==> src/common/eclock_defs.svh <==
// ========================================
// Elink clock generator sizing
// Buffer depth, serializer word width and
// settings synchronizer length
// ========================================

`ifndef ECLOCK_DEFS_SVH
`define ECLOCK_DEFS_SVH

// Entries per lane buffer, also full credit count
`define ECLK_FIFO_DEPTH 4

// Parallel word handed to the 8:1 serializer
`define ECLK_WORD_W 8

// Flops between the config register and the pattern logic
`define ECLK_SYNC_STAGES 2

`endif

==> src/common/eclock_pkg.sv <==
// ========================================
// Elink clock generator types
// Divide codes, lane payloads and the
// fixed serializer patterns
// ========================================

`include "eclock_defs.svh"

package eclock_pkg;

   typedef logic [3:0] div_code_t;                    // Per-lane settings nibble

   localparam div_code_t CODE_OFF  = 4'h0;            // Clock off
   localparam div_code_t CODE_DIV1 = 4'h7;            // Divide by 1
   localparam div_code_t CODE_DIV2 = 4'h6;            // Divide by 2
   localparam div_code_t CODE_DIV4 = 4'h5;            // Divide by 4, others are /8

   typedef logic [`ECLK_WORD_W-1:0] cclk_word_t;      // Core clock lane word

   typedef struct packed {
      logic [`ECLK_WORD_W-1:0] word;                  // In-phase link clock
      logic [`ECLK_WORD_W-1:0] word90;                // Quarter period later
   } lclk_word_t;

   localparam logic [`ECLK_WORD_W-1:0] PAT_DIV1    = 8'hAA;
   localparam logic [`ECLK_WORD_W-1:0] PAT_DIV2    = 8'hCC;
   localparam logic [`ECLK_WORD_W-1:0] PAT_DIV4    = 8'hF0;
   // Quarter period later, one bit for /2 and two bits for /4
   localparam logic [`ECLK_WORD_W-1:0] PAT_DIV2_90 = 8'h66;
   localparam logic [`ECLK_WORD_W-1:0] PAT_DIV4_90 = 8'h3C;

endpackage

==> src/common/credit_if.sv <==
// ========================================
// Credit controlled push channel
// Producer pushes words against credits,
// buffer returns one credit per pop
// ========================================

interface credit_if #(
   parameter type payload_t = logic [7:0]
) ();

   logic     valid;                                   // One push this cycle
   payload_t payload;                                 // Word being pushed
   logic     credit;                                  // One slot freed
   logic     flush;                                   // Drop everything buffered

   modport producer (
      output valid,
      output payload,
      output flush,
      input  credit
   );

   modport buffer (
      input  valid,
      input  payload,
      input  flush,
      output credit
   );

endinterface

==> src/pattern_gen/pattern_gen.sv <==
// ========================================
// Clock pattern generator
// Synchronizes the clock settings and
// pushes one serializer word per lane per
// cycle while credits remain
// ========================================

`include "eclock_defs.svh"

module pattern_gen (
   input  logic        cclk_div,
   input  logic        rst,
   input  logic [15:0] ecfg_clk_settings,
   credit_if.producer  cclk_ch,
   credit_if.producer  lclk_ch
);

   localparam int CNT_W = $clog2(`ECLK_FIFO_DEPTH + 1);

   logic [7:0]              sync_q [`ECLK_SYNC_STAGES];  // Settings synchronizer
   eclock_pkg::div_code_t   c_code;                      // Active core clock code
   eclock_pkg::div_code_t   l_code;                      // Active link clock code
   eclock_pkg::div_code_t   c_sync;
   eclock_pkg::div_code_t   l_sync;
   eclock_pkg::div_code_t   l_eff;                       // Link code, /1 folded to /2
   logic                    flush_q;
   logic [CNT_W-1:0]        credit_cnt;                  // Shared by both lanes
   logic                    credit_in;
   logic                    phase;                       // High means next /8 word is FF
   logic [`ECLK_WORD_W-1:0] l_prev;                      // Last pushed link word
   logic                    change;
   logic                    push;
   eclock_pkg::cclk_word_t  c_word;
   eclock_pkg::lclk_word_t  l_word;

   function automatic logic [`ECLK_WORD_W-1:0] base_word(eclock_pkg::div_code_t code,
                                                         logic ph);
      case (code)
         eclock_pkg::CODE_OFF:  return '0;
         eclock_pkg::CODE_DIV1: return eclock_pkg::PAT_DIV1;
         eclock_pkg::CODE_DIV2: return eclock_pkg::PAT_DIV2;
         eclock_pkg::CODE_DIV4: return eclock_pkg::PAT_DIV4;
         default:               return ph ? '1 : '0;     // Slow clock, whole word toggles
      endcase
   endfunction

   assign c_sync    = sync_q[`ECLK_SYNC_STAGES-1][3:0];
   assign l_sync    = sync_q[`ECLK_SYNC_STAGES-1][7:4];
   assign change    = (c_sync != c_code) || (l_sync != l_code);
   assign push      = (credit_cnt != '0) && !flush_q;   // Nothing goes in during flush
   assign credit_in = cclk_ch.credit & lclk_ch.credit;   // Lanes pop in lockstep
   assign l_eff     = (l_code == eclock_pkg::CODE_DIV1) ? eclock_pkg::CODE_DIV2 : l_code;
   assign c_word    = base_word(c_code, phase);

   always_comb begin
      l_word.word = base_word(l_eff, phase);
      case (l_eff)
         eclock_pkg::CODE_OFF:  l_word.word90 = '0;
         eclock_pkg::CODE_DIV2: l_word.word90 = eclock_pkg::PAT_DIV2_90;
         eclock_pkg::CODE_DIV4: l_word.word90 = eclock_pkg::PAT_DIV4_90;
         default:               l_word.word90 = {l_prev[3:0], l_word.word[7:4]};
      endcase
   end

   always_ff @(posedge cclk_div) begin
      if (rst) begin
         for (int i = 0; i < `ECLK_SYNC_STAGES; i++) begin
            sync_q[i] <= '0;
         end
         c_code     <= eclock_pkg::CODE_OFF;
         l_code     <= eclock_pkg::CODE_OFF;
         flush_q    <= 1'b0;
         credit_cnt <= CNT_W'(`ECLK_FIFO_DEPTH);
         phase      <= 1'b1;
         l_prev     <= '0;
      end else begin
         sync_q[0] <= ecfg_clk_settings[7:0];          // Upper byte not used here
         for (int i = 1; i < `ECLK_SYNC_STAGES; i++) begin
            sync_q[i] <= sync_q[i-1];
         end
         flush_q <= change;
         if (flush_q) begin
            credit_cnt <= CNT_W'(`ECLK_FIFO_DEPTH);     // Buffers are empty again
         end else begin
            credit_cnt <= credit_cnt - CNT_W'(push) + CNT_W'(credit_in);
         end
         if (change) begin
            c_code <= c_sync;
            l_code <= l_sync;
            phase  <= 1'b1;                             // New sequence starts at FF
            l_prev <= '0;
         end else if (push) begin
            phase  <= ~phase;
            l_prev <= l_word.word;
         end
      end
   end

   assign cclk_ch.valid   = push;
   assign cclk_ch.payload = c_word;
   assign cclk_ch.flush   = flush_q;
   assign lclk_ch.valid   = push;
   assign lclk_ch.payload = l_word;
   assign lclk_ch.flush   = flush_q;

endmodule

==> src/source/pattern_fifo.sv <==
// ========================================
// Lane word buffer
// Circular buffer that returns a credit
// per pop and empties on flush
// ========================================

`include "eclock_defs.svh"

module pattern_fifo #(
   parameter type payload_t = logic [7:0]
) (
   input  logic     cclk_div,
   input  logic     rst,
   credit_if.buffer wr,
   output logic     rd_valid,
   output payload_t rd_data,
   input  logic     rd_pop
);

   localparam int DEPTH = `ECLK_FIFO_DEPTH;
   localparam int PTR_W = (DEPTH > 1) ? $clog2(DEPTH) : 1;
   localparam int CNT_W = $clog2(DEPTH + 1);

   payload_t         mem [DEPTH];                      // Word storage
   logic [PTR_W-1:0] wr_ptr;
   logic [PTR_W-1:0] rd_ptr;
   logic [CNT_W-1:0] count;                            // Entries held
   logic             do_pop;
   logic             credit_q;

   function automatic logic [PTR_W-1:0] ptr_inc(logic [PTR_W-1:0] ptr);
      return (ptr == PTR_W'(DEPTH - 1)) ? '0 : ptr + 1'b1;
   endfunction

   assign rd_valid  = (count != '0) && !wr.flush;      // Flush cycle reads as empty
   assign rd_data   = mem[rd_ptr];
   assign do_pop    = rd_pop && rd_valid;
   assign wr.credit = credit_q && !wr.flush;           // No credit while flushing

   always_ff @(posedge cclk_div) begin
      if (wr.valid && !wr.flush) begin
         mem[wr_ptr] <= wr.payload;
      end
   end

   always_ff @(posedge cclk_div) begin
      if (rst) begin
         wr_ptr   <= '0;
         rd_ptr   <= '0;
         count    <= '0;
         credit_q <= 1'b0;
      end else if (wr.flush) begin
         wr_ptr   <= '0;                               // Discard all entries
         rd_ptr   <= '0;
         count    <= '0;
         credit_q <= 1'b0;
      end else begin
         credit_q <= do_pop;                           // Credit trails pop by a cycle
         if (wr.valid) begin
            wr_ptr <= ptr_inc(wr_ptr);
         end
         if (do_pop) begin
            rd_ptr <= ptr_inc(rd_ptr);
         end
         count <= count + CNT_W'(wr.valid) - CNT_W'(do_pop);
      end
   end

endmodule

==> src/source/serdes_feed.sv <==
// ========================================
// Serializer feeder
// Pops both lanes together when the
// serializer asks for a word and holds
// the words in output registers
// ========================================

module serdes_feed (
   input  logic                   cclk_div,
   input  logic                   rst,
   input  logic                   ser_ready,
   input  logic                   c_valid,
   input  eclock_pkg::cclk_word_t c_data,
   output logic                   c_pop,
   input  logic                   l_valid,
   input  eclock_pkg::lclk_word_t l_data,
   output logic                   l_pop,
   output logic                   word_valid,
   output logic [7:0]             cclk_word,
   output logic [7:0]             lclk_word,
   output logic [7:0]             lclk90_word
);

   logic pop;

   // Both lanes must have a word, else neither moves
   assign pop   = ser_ready && c_valid && l_valid;
   assign c_pop = pop;
   assign l_pop = pop;

   always_ff @(posedge cclk_div) begin
      if (rst) begin
         word_valid  <= 1'b0;
         cclk_word   <= '0;
         lclk_word   <= '0;
         lclk90_word <= '0;
      end else begin
         word_valid <= pop;
         if (pop) begin
            cclk_word   <= c_data;
            lclk_word   <= l_data.word;
            lclk90_word <= l_data.word90;
         end else begin
            cclk_word   <= '0;                         // Idle serializer sees low
            lclk_word   <= '0;
            lclk90_word <= '0;
         end
      end
   end

endmodule

==> src/source/eclock_gen.sv <==
// ========================================
// Elink clock generator pattern path
// Pattern generator, two lane buffers
// and the serializer feeder
// ========================================

module eclock_gen (
   input  logic        cclk_div,
   input  logic        rst,
   input  logic [15:0] ecfg_clk_settings,
   input  logic        ser_ready,
   output logic        word_valid,
   output logic [7:0]  cclk_word,
   output logic [7:0]  lclk_word,
   output logic [7:0]  lclk90_word
);

   eclock_pkg::cclk_word_t c_data;                     // Core lane buffer head
   eclock_pkg::lclk_word_t l_data;                     // Link lane buffer head
   logic                   c_valid;
   logic                   l_valid;
   logic                   c_pop;
   logic                   l_pop;

   credit_if #(.payload_t(eclock_pkg::cclk_word_t)) cclk_ch ();
   credit_if #(.payload_t(eclock_pkg::lclk_word_t)) lclk_ch ();

   pattern_gen u_pattern_gen (
      .cclk_div          (cclk_div),
      .rst               (rst),
      .ecfg_clk_settings (ecfg_clk_settings),
      .cclk_ch           (cclk_ch),
      .lclk_ch           (lclk_ch)
   );

   pattern_fifo #(.payload_t(eclock_pkg::cclk_word_t)) u_cclk_fifo (
      .cclk_div (cclk_div),
      .rst      (rst),
      .wr       (cclk_ch),
      .rd_valid (c_valid),
      .rd_data  (c_data),
      .rd_pop   (c_pop)
   );

   pattern_fifo #(.payload_t(eclock_pkg::lclk_word_t)) u_lclk_fifo (
      .cclk_div (cclk_div),
      .rst      (rst),
      .wr       (lclk_ch),
      .rd_valid (l_valid),
      .rd_data  (l_data),
      .rd_pop   (l_pop)
   );

   serdes_feed u_serdes_feed (
      .cclk_div    (cclk_div),
      .rst         (rst),
      .ser_ready   (ser_ready),
      .c_valid     (c_valid),
      .c_data      (c_data),
      .c_pop       (c_pop),
      .l_valid     (l_valid),
      .l_data      (l_data),
      .l_pop       (l_pop),
      .word_valid  (word_valid),
      .cclk_word   (cclk_word),
      .lclk_word   (lclk_word),
      .lclk90_word (lclk90_word)
   );

endmodule

==> config.mk <==
export PLATFORM = sky130hd
export DESIGN_NAME = eclock_gen
export DESIGN_NICKNAME = d
export VERILOG_FILES = /design/src/common/eclock_pkg.sv /design/src/common/credit_if.sv /design/src/pattern_gen/pattern_gen.sv /design/src/source/pattern_fifo.sv /design/src/source/serdes_feed.sv /design/src/source/eclock_gen.sv
export VERILOG_INCLUDE_DIRS = /design/src /design/src/common
export SDC_FILE = /design/constraint.sdc
export NUM_CORES = 1
export LEC_CHECK = 0
export ABC_CLOCK_PERIOD_IN_PS = 2900
export BUFFER_PORTS_ARGS = -buffer_cell sky130_fd_sc_hd__buf_2
export CORE_MARGIN = 2
export CORE_UTILIZATION = 40
export CTS_CLUSTER_SIZE = 12
export DETAILED_ROUTE_END_ITERATION = 6
export GPL_ROUTABILITY_DRIVEN = 0
export SETUP_SLACK_MARGIN = 0.05
export SYNTH_ARGS = -nofsm -noshare
export SYNTH_HDL_FRONTEND = slang
export SYNTH_HIERARCHICAL = 1
export SYNTH_SLANG_ARGS = --single-unit
export TNS_END_PERCENT = 10
==> constraint.sdc <==
create_clock -name cclk_div -period 2.9 [get_ports cclk_div]
set_clock_uncertainty 0.1 [all_clocks]
set_input_delay 0.58 -clock cclk_div [delete_from_list [all_inputs] [get_ports cclk_div]]
set_output_delay 0.58 -clock cclk_div [all_outputs]
set_load 0.01 [all_outputs]
==> summary.txt <==
Yosys
  – Seq/Total Area, Yosys: around two thirds
  – Most common cell in the synthesized netlist: edfxtp_1
  – Top cells by area, synth: edfxtp_1, dfxtp_1, mux4_2
  – Post-synthesis async set-or-reset flop share: 0%
  – Post-synth cell types: 44
  – Avg Synthesized Cell Area: 14.7 um2
  – Synth Instances: 456
  – Synth top area share: between 40% and 50%
  – Syn nets: 494
  – Post-synth EDFFs: between 90 and 100
  – Predominant post-synthesis flop cell: edfxtp_1
  – Seq cells post-synth: 174
  – Yosys top cell by area: edfxtp_1
  – Synthesis warning total: 6
  – Synth Cell Area: 6720 um2
  – Commonest cells post-synth: edfxtp_1, dfxtp_1, nor2b_1, nand2_1, and2_1

Routing
  – Post-route ant nets: 0
  – Pre-Repair DR Iteration Count: 4
  – Final WL: 10,700 um
  – DRC errors left: 0
  – First DRT Iteration DRCs: 197
  – WL per Instance: about 15 um
  – Via count: 3,479
  – Routed vias/inst: 4.73

Critical path
  – Slowest cell on the critical path: fa_2
  – Worst path arrival time: slightly below 3 ns
  – R2R depth: 14
  – CP most frequent cell: inv_2
  – Critical-path maximum fanout: 3
  – Worst setup SP type: flip-flop
  – Worst Setup Path Type: flip-flop to flip-flop
  – Slowest cell delay on critical path: 0.39 ns
  – R2R Setup Slk: around 0.16 ns
  – Cell Chain, Critical Path: or3_4, nor2b_4, and3_4, and2b_1, nand2_2, inv_2, ha_4, inv_2, ha_4, inv_2, fa_2, xnor2_2, xnor2_1, and2_1
  – Worst reg2reg startpoint: u_lclk_fifo/count[0]
  – R2r endpoint: u_cclk_fifo/count[2]
  – Cell family with most CP delay: simple AND/OR/NAND/NOR gates
  – Crit path buf inv count: 3
  – Setup crit end kind: flip-flop
  – Critical Path RT: 3.12 ns

Timing
  – Count of final setup violators: 0
  – Final setup margin: ~0.16 ns
  – Relative slew slack: between 40% and 50%
  – Worst-Margin Slew: around 0.83 ns
  – Clock period minus worst slack: about 2.7 ns
  – Slew Limit Fails: 0
  – Final setup TNS: 0 ns
  – Final hold violations: 0
  – Unrepaired setup endpoints after global routing: false
  – Max Clock Freq: 365 MHz
  – Final worst-path cycle share: between 90 and 100%

Final layout
  – Area Overhead vs Synth: 14.6%
  – Antenna diodes: 0
  – Layout cell share with drive strength beyond 1: 25.6%
  – Fill cell count: 1,443
  – Nets: 540

CTS
  – TritonCTS clock tree: yes
  – Hold buffers post-CTS: 0
  – Reg clk slew, reported paths: 0.07 ns
  – TritonCTS buffer count: 17
  – Skew-Pair Late Insertion Delay: 0.42 ns
  – H-tree Lvls: 4
  – Root Driver: clkbuf_16
  – Clock sinks: 174
  – Clock Path Buffers: 2

Place
  – # port buffers: 35
  – Dpl ws: 0.0548 ns
  – Hpwl dp: 6820 um

GRT
  – Wire length of the first global-routing pass: 17,700 um
  – Largest net degree at the start of global routing: just over 40
  – Vias in the first global route: 3,526
  – GRT overflow: 0
  – Initial antenna violation count: 0
  – Tot GR Track Use: a little over an eighth

Die
  – Core Area: 16,500 um2
  – Die Ht: 134 um
  – Chip width: around 130 um
  – Row count: 47
  – I/O pins: 44
  – Die area: around 18,000 um2
  – Initial Util: 40.7%

Min path
  – Worst hold path depth: 2
  – Hold path start: ecfg_clk_settings[6]
  – Worst Hold Class: primary input to flip-flop
  – Worst hold endpoint: u_pattern_gen/sync_q[0][6]

Power
  – Pwr dens: roughly 700 nW/um2
  – Worst VDD drop: 0.460 mV
  – LEAKAGE: 2.90 nW

Run status
  – Outcome: finished clean

Run
  – Maximum capacitance violations: 0
cell type report:
class / instances / area, um2 / share of cell area (%)
Clock buffer: 18 / 439 / 5.70
Clock inverter: 14 / 92.6 / 1.20
Inverter: 18 / 67.6 / 0.876
Multi-Input combinational cell: 243 / 2110 / 27.4
Sequential cell: 174 / 4450 / 57.7
Tap cell: 220 / 275 / 3.57
Timing Repair Buffer: 48 / 273 / 3.54
timing repair:
item / CTS / global route
buffers inserted: 0 / 3
resized for setup: 1 / 17
gates cloned: 0 / 0
setup endpoints to repair: 2 / 2
pin swaps: 1 / 8
how the worst max path moves through the flow:
stage | start | to | slack, ns | cells past startpoint
after floorplan | u_lclk_fifo/count[1] | u_lclk_fifo/count[2] | 0.07 | 15
after global placement | u_lclk_fifo/count[2] | u_cclk_fifo/count[2] | 0.09 | 14
after detailed placement | u_lclk_fifo/count[2] | u_cclk_fifo/count[2] | 0.05 | 14
after CTS | u_lclk_fifo/count[2] | u_lclk_fifo/count[2] | 0.05 | 14
after global routing | u_lclk_fifo/count[0] | u_lclk_fifo/count[2] | 0.02 | 14
final | u_lclk_fifo/count[0] | u_cclk_fifo/count[2] | 0.16 | 14
state kept, by name (all words and copies together) (netlist names), 2 cells and up, named ones only:
name and count:
u_cclk_fifo/count 3, u_cclk_fifo/mem 32, u_cclk_fifo/rd_ptr 2, u_cclk_fifo/wr_ptr 2
u_lclk_fifo/count 3, u_lclk_fifo/mem 64, u_lclk_fifo/rd_ptr 2, u_lclk_fifo/wr_ptr 2
u_pattern_gen/c_code 4, u_pattern_gen/credit_cnt 3, u_pattern_gen/l_code 4, u_pattern_gen/l_prev 4
u_pattern_gen/sync_q 16, u_serdes_feed/cclk_word 8, u_serdes_feed/lclk90_word 8, u_serdes_feed/lclk_word 8
power by group:
group          switching [mW]  total (mW)  internal (mW)
registers              0.0642        2.84           2.78
logic                   0.270       0.516          0.246
clock network           0.919        2.03           1.11
total                    1.25        5.39           4.13
cells in the final DEF (no fill, tap or decap), drive strengths merged, types with 2 or more instances in the layout:
| cell | instances |
|---|---|
| a211oi | 2 |
| a21o | 3 |
| a21oi | 9 |
| and2 | 37 |
| buf | 48 |
| clkbuf | 18 |
| clkinv | 8 |
| clkinvlp | 3 |
| dfxtp | 78 |
| edfxtp | 96 |
| fa | 3 |
| ha | 16 |
| inv | 21 |
| mux2i | 6 |
| mux4 | 24 |
| nand2 | 25 |
| nand2b | 2 |
| nand4 | 3 |
| nor2 | 21 |
| nor2b | 34 |
| nor3 | 11 |
| o21ai | 12 |
| o22ai | 3 |
| or3 | 6 |
| xnor2 | 17 |
cell families (layout without fill, tap and decap cells):
group                      after synthesis  after routing  synth area share (%)
DFF                                    174            174                  66.1
xor gates and xnor gates                17             17                  2.33
buffers and inverters                   39             98                  3.35
AOI/OAI and AO/OA                       32             32                  2.83
muxes                                   30             30                  9.27
adders and majority gates               19             19                  3.87
and+or+nand+nor                        145            145                  12.3
metal layers:
layer / up-vias / global-route usage [%] / share of wire [%]
li1: 1705 / - / -
met1: 1679 / 16.7 / 45
met2: 75 / 20.2 / 47
met3: 20 / 3.61 / 5.0
met4: 0 / 7.09 / 3.1
met5: - / 0 / 0
metrics by stage:
step	hold slack, ns	utilization (%)	instance area, um2	power [mW]	instances
final	0.260	46.6	7710	5.39	735
after global routing	0.258	46.6	7710	5.63	735
after CTS	0.254	46.1	7630	5.40	732
after detailed placement	0.326	42.9	7090	3.38	700
after global placement	0.325	42.9	7090	3.36	700
after floorplan	0.314	-	6720	3.24	456
No activity file was read; power rests on OpenSTA's default activity.
